<file path="config.mk">
export PLATFORM = sky130hd
export DESIGN_NAME = video_timing_meter
export DESIGN_NICKNAME = d
export VERILOG_FILES = /design/src/video_meas_pkg.sv /design/src/video_timing_meter.sv /design/src/frame_settle_tracker.sv /design/src/sync_blank_counter.sv
export SDC_FILE = /design/constraint.sdc
export NUM_CORES = 1
export LEC_CHECK = 0
export BUFFER_PORTS_ARGS = -buffer_cell sky130_fd_sc_hd__buf_2
export CORE_ASPECT_RATIO = 0.9
export CORE_MARGIN = 2
export CORE_UTILIZATION = 50
export DETAILED_ROUTE_END_ITERATION = 8
export PLACE_DENSITY = 0.72
export SYNTH_ARGS = -nofsm -noshare
export SYNTH_HDL_FRONTEND = slang
export SYNTH_SLANG_ARGS = --single-unit
</file>
<file path="constraint.sdc">
create_clock -name clk -period 4.47 [get_ports clk]
set_clock_uncertainty 0.2 [all_clocks]
set_input_delay 0.894 -clock clk [delete_from_list [all_inputs] [get_ports clk]]
set_output_delay 0.894 -clock clk [all_outputs]
set_load 0.005 [all_outputs]
</file>
<file path="src/video_meas_pkg.sv">
/*
 * Video timing measurement shared types
 * Widths of span and sub-span counts, per-axis results, report and settle FSM
 */
package video_meas_pkg;

    // Field widths
    localparam int span_w = 9;                  // Up to 512 active pixels or lines
    localparam int sub_w  = 6;                  // Blank sub-spans up to 63 steps

    // Active span length, counted in pixels (H) or lines (V)
    typedef logic [span_w-1:0] span_cnt_t;

    // Blank sub-span length, wraps at 64
    typedef logic [sub_w-1:0] sub_len_t;

    // One axis worth of results, 27 bits
    typedef struct packed {
        span_cnt_t total;                       // Active steps minus one
        sub_len_t  bs_len;                      // Blank start to sync start
        sub_len_t  sy_len;                      // Sync length minus one
        sub_len_t  sa_len;                      // Sync end to active, minus one
    } axis_meas_t;

    // Complete timing report, 55 bits
    typedef struct packed {
        logic       rdy;                        // Two frame starts seen
        axis_meas_t h;                          // Horizontal, in pixels
        axis_meas_t v;                          // Vertical, in lines
    } timing_report_t;

    // Frame settle FSM
    typedef enum logic [1:0] {
        st_wait_first  = 2'd0,                  // No frame start yet
        st_wait_second = 2'd1,                  // One frame start seen
        st_ready       = 2'd2                   // Two or more, results valid
    } settle_state_t;

endpackage
</file>
<file path="src/video_timing_meter.sv">
/*
 * Video timing meter top level
 * Tracker plus horizontal and vertical sync/blank counters
 */
`timescale 1ns/1ps

module video_timing_meter import video_meas_pkg::*; (
    input  logic           clk,
    input  logic           rst,
    input  logic           pxl_cen,         // Pixel clock enable
    input  logic           lhbl,            // High during active line
    input  logic           lvbl,            // High during active frame
    input  logic           hs,              // Horizontal sync, active high
    input  logic           vs,              // Vertical sync, active high
    output timing_report_t report           // Measured raster timing
);

    logic       line_stb;                   // One step per line for V
    axis_meas_t h_meas;
    axis_meas_t v_meas;

    // Line and frame tracking, report assembly
    frame_settle_tracker u_tracker (
        .clk      (clk),
        .rst      (rst),
        .pxl_cen  (pxl_cen),
        .lhbl     (lhbl),
        .lvbl     (lvbl),
        .h_meas   (h_meas),
        .v_meas   (v_meas),
        .line_stb (line_stb),
        .report   (report)
    );

    // Horizontal axis, steps on every pixel
    sync_blank_counter u_hcnt (
        .clk     (clk),
        .rst     (rst),
        .pxl_cen (pxl_cen),
        .cnt_en  (1'b1),
        .sync    (hs),
        .blank_n (lhbl),
        .meas    (h_meas)
    );

    // Vertical axis, steps once per line at H blank start
    sync_blank_counter u_vcnt (
        .clk     (clk),
        .rst     (rst),
        .pxl_cen (pxl_cen),
        .cnt_en  (line_stb),
        .sync    (vs),
        .blank_n (lvbl),
        .meas    (v_meas)
    );

endmodule

</file>
<file path="src/frame_settle_tracker.sv">
/*
 * Frame settle tracker
 * Finds line and frame starts, counts two frames to ready and builds the report
 */
`timescale 1ns/1ps

module frame_settle_tracker import video_meas_pkg::*; (
    input  logic           clk,
    input  logic           rst,
    input  logic           pxl_cen,         // Pixel clock enable
    input  logic           lhbl,            // High during active line
    input  logic           lvbl,            // High during active frame
    input  axis_meas_t     h_meas,          // Horizontal counter results
    input  axis_meas_t     v_meas,          // Vertical counter results
    output logic           line_stb,        // Horizontal blank start
    output timing_report_t report           // Combined timing report
);

    logic          lhbl_l;                  // lhbl at previous sample
    logic          lvbl_l;                  // lvbl at previous line strobe
    logic          frame_start;
    settle_state_t state;
    settle_state_t state_nxt;

    // Falling edge of lhbl marks the start of horizontal blank
    assign line_stb    = pxl_cen && !lhbl && lhbl_l;

    // Vertical blank start, seen at a line boundary
    assign frame_start = line_stb && !lvbl && lvbl_l;

    always_ff @(posedge clk) begin
        if (rst) begin
            lhbl_l <= 1'b0;
            lvbl_l <= 1'b0;
        end else if (pxl_cen) begin
            lhbl_l <= lhbl;
            if (line_stb) begin
                lvbl_l <= lvbl;             // Frame level sampled once per line
            end
        end
    end

    // Settle FSM, one step per frame start
    always_comb begin
        state_nxt = state;
        if (frame_start) begin
            case (state)
                st_wait_first:  state_nxt = st_wait_second;
                st_wait_second: state_nxt = st_ready;
                st_ready:       state_nxt = st_ready;       // Sticky until reset
                default:        state_nxt = st_wait_first;
            endcase
        end
    end

    always_ff @(posedge clk) begin
        if (rst) begin
            state <= st_wait_first;
        end else begin
            state <= state_nxt;
        end
    end

    // Report is a plain level
    assign report.rdy = (state == st_ready);
    assign report.h   = h_meas;
    assign report.v   = v_meas;

    line_stb_in_blank: assert property (
        @(posedge clk) disable iff (rst)
        (pxl_cen && lhbl) |-> !line_stb
    ) else $error("line_stb high while lhbl is high");

    // Once settled, only reset brings the FSM back
    ready_is_sticky: assert property (
        @(posedge clk) disable iff (rst)
        (state == st_ready) |=> (state == st_ready)
    ) else $error("settle FSM left st_ready without reset");

endmodule

</file>
<file path="src/sync_blank_counter.sv">
/*
 * Sync/blank counter for one raster axis
 * Measures active span and the three blank sub-spans on count-enable steps
 */
`timescale 1ns/1ps

module sync_blank_counter import video_meas_pkg::*; (
    input  logic       clk,
    input  logic       rst,
    input  logic       pxl_cen,             // Pixel clock enable
    input  logic       cnt_en,              // Step enable, 1 for H, line strobe for V
    input  logic       sync,                // Sync, high during pulse
    input  logic       blank_n,             // High during active video
    output axis_meas_t meas                 // Registered axis results
);

    span_cnt_t span_cnt;                    // Active steps since last active start
    sub_len_t  sub_cnt;                     // Blank steps since last sub-span edge
    logic      sync_l;                      // Sync level at previous step
    logic      blank_n_l;                   // Blank level at previous step

    logic      step;
    logic      act_step;
    logic      blk_step;
    logic      act_start;
    logic      sync_rise;
    logic      sync_fall;

    // Step qualification
    assign step      = pxl_cen && cnt_en;
    assign act_step  = step && blank_n;
    assign blk_step  = step && !blank_n;
    assign act_start = act_step && !blank_n_l;      // First active step after blank

    // Sync edges only count inside blank
    assign sync_rise = blk_step && sync && !sync_l;
    assign sync_fall = blk_step && !sync && sync_l;

    // Previous-step levels
    always_ff @(posedge clk) begin
        if (rst) begin
            sync_l    <= 1'b0;
            blank_n_l <= 1'b0;
        end else if (step) begin
            sync_l    <= sync;
            blank_n_l <= blank_n;
        end
    end

    // Span counter, restarts on the first active step
    always_ff @(posedge clk) begin
        if (rst) begin
            span_cnt <= '0;
        end else if (act_start) begin
            span_cnt <= '0;
        end else if (act_step) begin
            span_cnt <= span_cnt + 1'b1;
        end
    end

    // Sub-counter, cleared at every sub-span boundary
    always_ff @(posedge clk) begin
        if (rst) begin
            sub_cnt <= '0;
        end else if (act_start || sync_rise || sync_fall) begin
            sub_cnt <= '0;                  // New sub-span begins
        end else if (blk_step) begin
            sub_cnt <= sub_cnt + 1'b1;      // Natural wrap at 64
        end
    end

    // Result capture
    always_ff @(posedge clk) begin
        if (rst) begin
            meas <= '0;
        end else begin
            if (act_start) begin
                meas.total  <= span_cnt;    // Previous active span
                meas.sa_len <= sub_cnt;     // Back porch
            end
            if (sync_rise) begin
                meas.bs_len <= sub_cnt;     // Front porch
            end
            if (sync_fall) begin
                meas.sy_len <= sub_cnt;     // Sync width
            end
        end
    end

    // Sync width is only captured at the falling edge, never at the rising one
    sy_len_hold_on_rise: assert property (
        @(posedge clk) disable iff (rst)
        (pxl_cen && cnt_en && !blank_n && sync && !sync_l) |=> $stable(meas.sy_len)
    ) else $error("sy_len changed on a sync rising step");

endmodule

</file>
# Word level (Yosys, flattened, before mapping)
# Cells that the tools add are included.
[classes]
multipliers = 0
reduce_logical = 37
div_mod_pow = 0
n_eq_ne = 2
n_lt_le_gt_ge = 0
add_sub_neg = 4
bitwise_logic = 0
muxes = 1
shift = 0
[ops]
columns = ["op", "n"]
rows = [
  ["$add A9 B1 Y9 const B", 2],
  ["$logic_and A1 B1 Y1", 18],
  ["$add A6 B1 Y6 const B", 2],
  ["$reduce_or A2 Y1", 5],
  ["$logic_not A1 Y1", 8],
  ["$logic_or A1 B1 Y1", 4],
  ["$pmux W2 S2", 1],
  ["$eq A2 B1 Y1 const B", 1],
  ["$eq A2 B2 Y1 const B", 1],
  ["$logic_not A2 Y1", 1],
  ["$reduce_and A2 Y1", 1],
]
[totals]
output_inout_bits = 55
inputBits = 7
rom_bits = 0
latch_bits = 0
wordCells = 62
memories = 0
regBits = 91
ram_bits = 0

# Depth between registers and ports, before layout
[depth]
ltp_word = 10
ltp_mapped = 7
mapped_depth_nobuf = 5

# By module
# Synthesis repeated with hierarchy kept, for this count alone.
[hier_totals]
hier_cells = 502
area_unflattened_um2 = 4307.9
[by_module_without_submodules]
columns = ["module", "area_per_inst_um2", "cells_each", "seq_area_each_um2", "instances"]
rows = [
  ["sync_blank_counter", 1835.5, 213, 880.8, 2],
  ["frame_settle_tracker", 633.1, 75, 80.1, 1],
  ["video_timing_meter", 3.8, 1, 0.0, 1],
]

# Worst setup path before layout
# OpenSTA, ideal clock, no wires.
[synth_timing]
path_type = "input to register"
from = "in lvbl"
to = "reg u_vcnt.sub_cnt[5]"
n_path_buf = 1
arrival_ps = 1989
setup_time_ps = 67
slack_ps = 2214
required_time_ps = 4203
path_stages = 5
path_cell_list = "nand4bb_1 > buf_2 > or4_1 > a21o_1 > a21oi_2"
[synth_between]
elab_chain_cells = 7
word_cells_on_any_way = 11
classes_between = "reduce/logical: 11"
[synth_lines]
columns = ["element", "line", "source"]
rows = [
  ["from (decl)", "video_timing_meter.sv:12", "input logic lvbl,"],
  ["$logic_not A1 Y1", "sync_blank_counter.sv:32", "assign blk_step = step && !blank_n;"],
  ["$logic_and A1 B1 Y1", "sync_blank_counter.sv:32", ""],
  ["$logic_and A1 B1 Y1 (2 in a row)", "sync_blank_counter.sv:36", "assign sync_rise = blk_step && sync && !sync_l;"],
  ["$logic_or A1 B1 Y1 (2 in a row)", "sync_blank_counter.sv:65", "end else if (act_start || sync_rise || sync_fall) begin"],
  ["$reduce_or A2 Y1 (no line)", "-", ""],
  ["to (signal assigned)", "sync_blank_counter.sv:68", "sub_cnt <= sub_cnt + 1'b1;"],
  ["to (decl)", "sync_blank_counter.sv:18", "sub_len_t sub_cnt;"],
]
# Parallel ways exist; a longest one is shown, timed or not.
# A chain may end at the register's enable or synchronous reset.

# Worst setup path after layout
[layout_timing]
from = "in lhbl"
to = "reg u_vcnt.sub_cnt[3]"
[layout_between]
elab_chain_cells = 10
word_cells_on_any_way = 14
classes_between = "reduce/logical: 14"
[layout_lines]
columns = ["element", "line", "source"]
rows = [
  ["from (decl)", "video_timing_meter.sv:11", "input logic lhbl,"],
  ["$logic_not A1 Y1 *", "frame_settle_tracker.sv:26", "assign line_stb = pxl_cen && !lhbl && lhbl_l;"],
  ["$logic_and A1 B1 Y1 * (2 in a row)", "frame_settle_tracker.sv:26", ""],
  ["$logic_and A1 B1 Y1 *", "sync_blank_counter.sv:30", "assign step = pxl_cen && cnt_en;"],
  ["$logic_and A1 B1 Y1", "sync_blank_counter.sv:32", ""],
  ["$logic_and A1 B1 Y1 (2 in a row)", "sync_blank_counter.sv:36", ""],
  ["$logic_or A1 B1 Y1 (2 in a row)", "sync_blank_counter.sv:65", ""],
  ["$reduce_or A2 Y1 (no line)", "-", ""],
]
# Every way passes the cells marked *; elsewhere a longest branch is shown, timed or not.

==> impl_metrics.env <==
export IMPL_peakVddDrop_mv=0.215
export IMPL_yosys_top_cells_count="dfxtp_1, nand2_1, nor2_1, a21oi_1, mux2i_1"
export IMPL_intPower_uw=1190
export IMPL_wl_per_cell_um=12.3
export IMPL_tritoncts="done"
export IMPL_cts_num_sinks=90
export IMPL_finalMaxSlewViolations=0
export IMPL_critical_path_arrival_ns=2.63
export IMPL_syn_area_um2=3540
export IMPL_outcome="completed"
export IMPL_synth_edff_count=0
export IMPL_power_switching_uw=306
export IMPL_post_route_util_pct=58.9
export IMPL_drc=0
export IMPL_dpl_hpwl_mm=4.70
export IMPL_min_path_cells=2
export IMPL_regArea_um2=1800
export IMPL_cts_max_path_buffers=2
export IMPL_yosys_area_top_type_share_pct=50.9
export IMPL_yosysSeqAreaShare_pct=50.9
export IMPL_worstPathMaxFanout=16
export IMPL_rr_worst_depth=4
export IMPL_hold_class="reg2reg"
export IMPL_fill_cells=639
export IMPL_grt_pass1_wl_mm=11.7
export IMPL_critPathKind="in2reg"
export IMPL_routed_via_density=5.06
export IMPL_ys_ff_latch=90
export IMPL_rows=29
export IMPL_multi_input_area_um2=1630
export IMPL_fin_crit_ns=2.57
export IMPL_first_pass_iters=4
export IMPL_relSlewSlack_pct=36.2
export IMPL_synthCells=403
export IMPL_p_leak_uw=0.00173
export IMPL_grt_total_usage_pct=18.6
export IMPL_final_area_um2=4110
export IMPL_cts_buffers_inserted=9
export IMPL_max_cap_violations=0
export IMPL_nets=466
export IMPL_comb_power_share_pct=3.0
export IMPL_die_y_um=83.8
export IMPL_die_x_um=92.7
export IMPL_grt_setup_unrepaired="no"
export IMPL_clk_pin_slew_ns=0.08
export IMPL_synth_flop_cell="dfxtp_1"
export IMPL_grt_max_degree=41
export IMPL_drtIter0Drc=132
export IMPL_htree_levels=3
export IMPL_seq_power_share_pct=54.2
export IMPL_power_density_nw_per_um2=364
export IMPL_areaGrowthSynthToFinish_pct=16.0
export IMPL_diodes=0
export IMPL_final_period_utilization_pct=57.4
export IMPL_cts_resized=0
export IMPL_end_kind="flip-flop"
export IMPL_yosysMostFrequentCell="dfxtp_1"
export IMPL_syn_num_nets=416
export IMPL_clock_latency_ns=0.35
export IMPL_vias=2790
export IMPL_tightest_slew_ns=0.953
export IMPL_first_global_vias=2472
export IMPL_clkPwrFrac_pct=42.8
export IMPL_gp_congestion=0.786
export IMPL_ioPinCount=62
export IMPL_synthTopCellsByArea="dfxtp_1, nand2_1, mux2i_1"
export IMPL_drive_gt1_share_pct=17.7
export IMPL_grt_overflow=0
export IMPL_io_buffers=61
export IMPL_setup_violations=0
export IMPL_holdBufCountCts=0
export IMPL_ant_nets=0
export IMPL_tns_ns=0
export IMPL_swShare_pct=20.5
export IMPL_max_freq_mhz=390
export IMPL_avgSynthCellArea_um2=8.78
export IMPL_die_area_um2=7770
export IMPL_wl_mm=6.77
export IMPL_synth_cell_types=36
export IMPL_cp_required_ns=4.53
export IMPL_synth_area_leader_cell="dfxtp_1"
export IMPL_placed_area_um2=3870
export IMPL_initial_core_util_pct=50.8
export IMPL_cts_root_buf="clkbuf_8"
export IMPL_cts_setup_buffers=0
export IMPL_antenna_found_initial=0
export IMPL_core_area_um2=6970
export IMPL_start_kind="input port"
export IMPL_yosysWarningCount=0
export IMPL_ys_async_sr_fraction_pct=0
export IMPL_hold_viol=0
==> layout by cell type, fill, tap and decap left out, types with 9 or more instances in the layout <==
master,netlist,layout
clkbuf_8,0,9
nand3_1,11,11
nor2_1,55,55
nand2_1,80,80
dfxtp_1,90,90
a21oi_1,41,41
mux2i_1,27,27
xor2_1,16,16
buf_2,10,61
==> worst max-delay path, stage by stage <==
cell	delay (ns)
buf_2	0.20
and4b_1	0.31
nand2b_1	0.48
nand2b_1	0.48
a21oi_1	0.26
==> kinds of logic after synthesis <==
logic type / after synthesis / synth area share, %
DFF: 90 / 50.9
AOI/OAI and AO/OA: 51 / 7.53
xor gates and xnor gates: 22 / 5.44
adders and majority gates: 6 / 2.12
and+or+nand+nor: 181 / 23.2
muxes: 27 / 7.64
buffers and inverters: 26 / 3.15
==> power groups by stage <==
stage / clock network (µW) / registers, µW / logic (µW)
2_1_floorplan: 0 / 827 / 36.0
6_report: 639 / 810 / 45.5
3_3_place_gp: 0 / 828 / 45.4
3_5_place_dp: 0 / 829 / 46.3
5_1_grt: 693 / 811 / 51.8
4_1_cts: 654 / 810 / 46.2
==> metrics by stage <==
step / setup slack [ns] / std cells / total power, µW / hold slack (ns)
global placement: 1.65 / 535 / 874 / 0.241
floorplan: 2.21 / 403 / 863 / 0.236
finish: 1.90 / 551 / 1490 / 0.253
global route: 1.67 / 551 / 1560 / 0.275
CTS: 1.87 / 551 / 1510 / 0.255
detailed placement: 1.52 / 535 / 875 / 0.243
==> state kept, by name, indices dropped and copies added (netlist names) <==
signal / flops
u_hcnt.sync_l: 1
u_hcnt.span_cnt: 9
u_tracker.lvbl_l: 1
u_tracker.state: 2
u_vcnt.sync_l: 1
u_hcnt.meas: 27
u_vcnt.meas: 27
u_vcnt.sub_cnt: 6
u_hcnt.blank_n_l: 1
u_vcnt.span_cnt: 9
u_hcnt.sub_cnt: 6
==> final cells by class <==
type / instances / area share [%]
clock buffer: 11 / 3.20
clock inverter: 5 / 2.50
inverter: 2 / 0.183
multi-input combinational: 287 / 39.6
sequential: 90 / 43.9
tap: 93 / 2.83
timing repair buffer: 63 / 7.80
==> per-layer routing <==
metal	vias up	global-route usage, %	wire (µm)
met5	-	0	0
met4	0	4.81	91
met3	10	6.41	308
met2	43	28.2	3030
met1	1298	25.4	3340
li1	1439	-	-
==> path summary, 6_finish.rpt <==
| check | slack [ns] | startpoint | end |
|---|---|---|---|
| setup reg to reg | 2.20 | u_hcnt.blank_n_l | u_vcnt.sub_cnt[3] |
| setup / recovery | 1.90 | lhbl | u_vcnt.sub_cnt[3] |
| hold / removal | 0.25 | u_vcnt.meas[23] | u_vcnt.meas[23] |
| hold reg to reg | 0.25 | u_vcnt.meas[23] | u_vcnt.meas[23] |
Note: power is estimated with default switching activity, not from simulation.
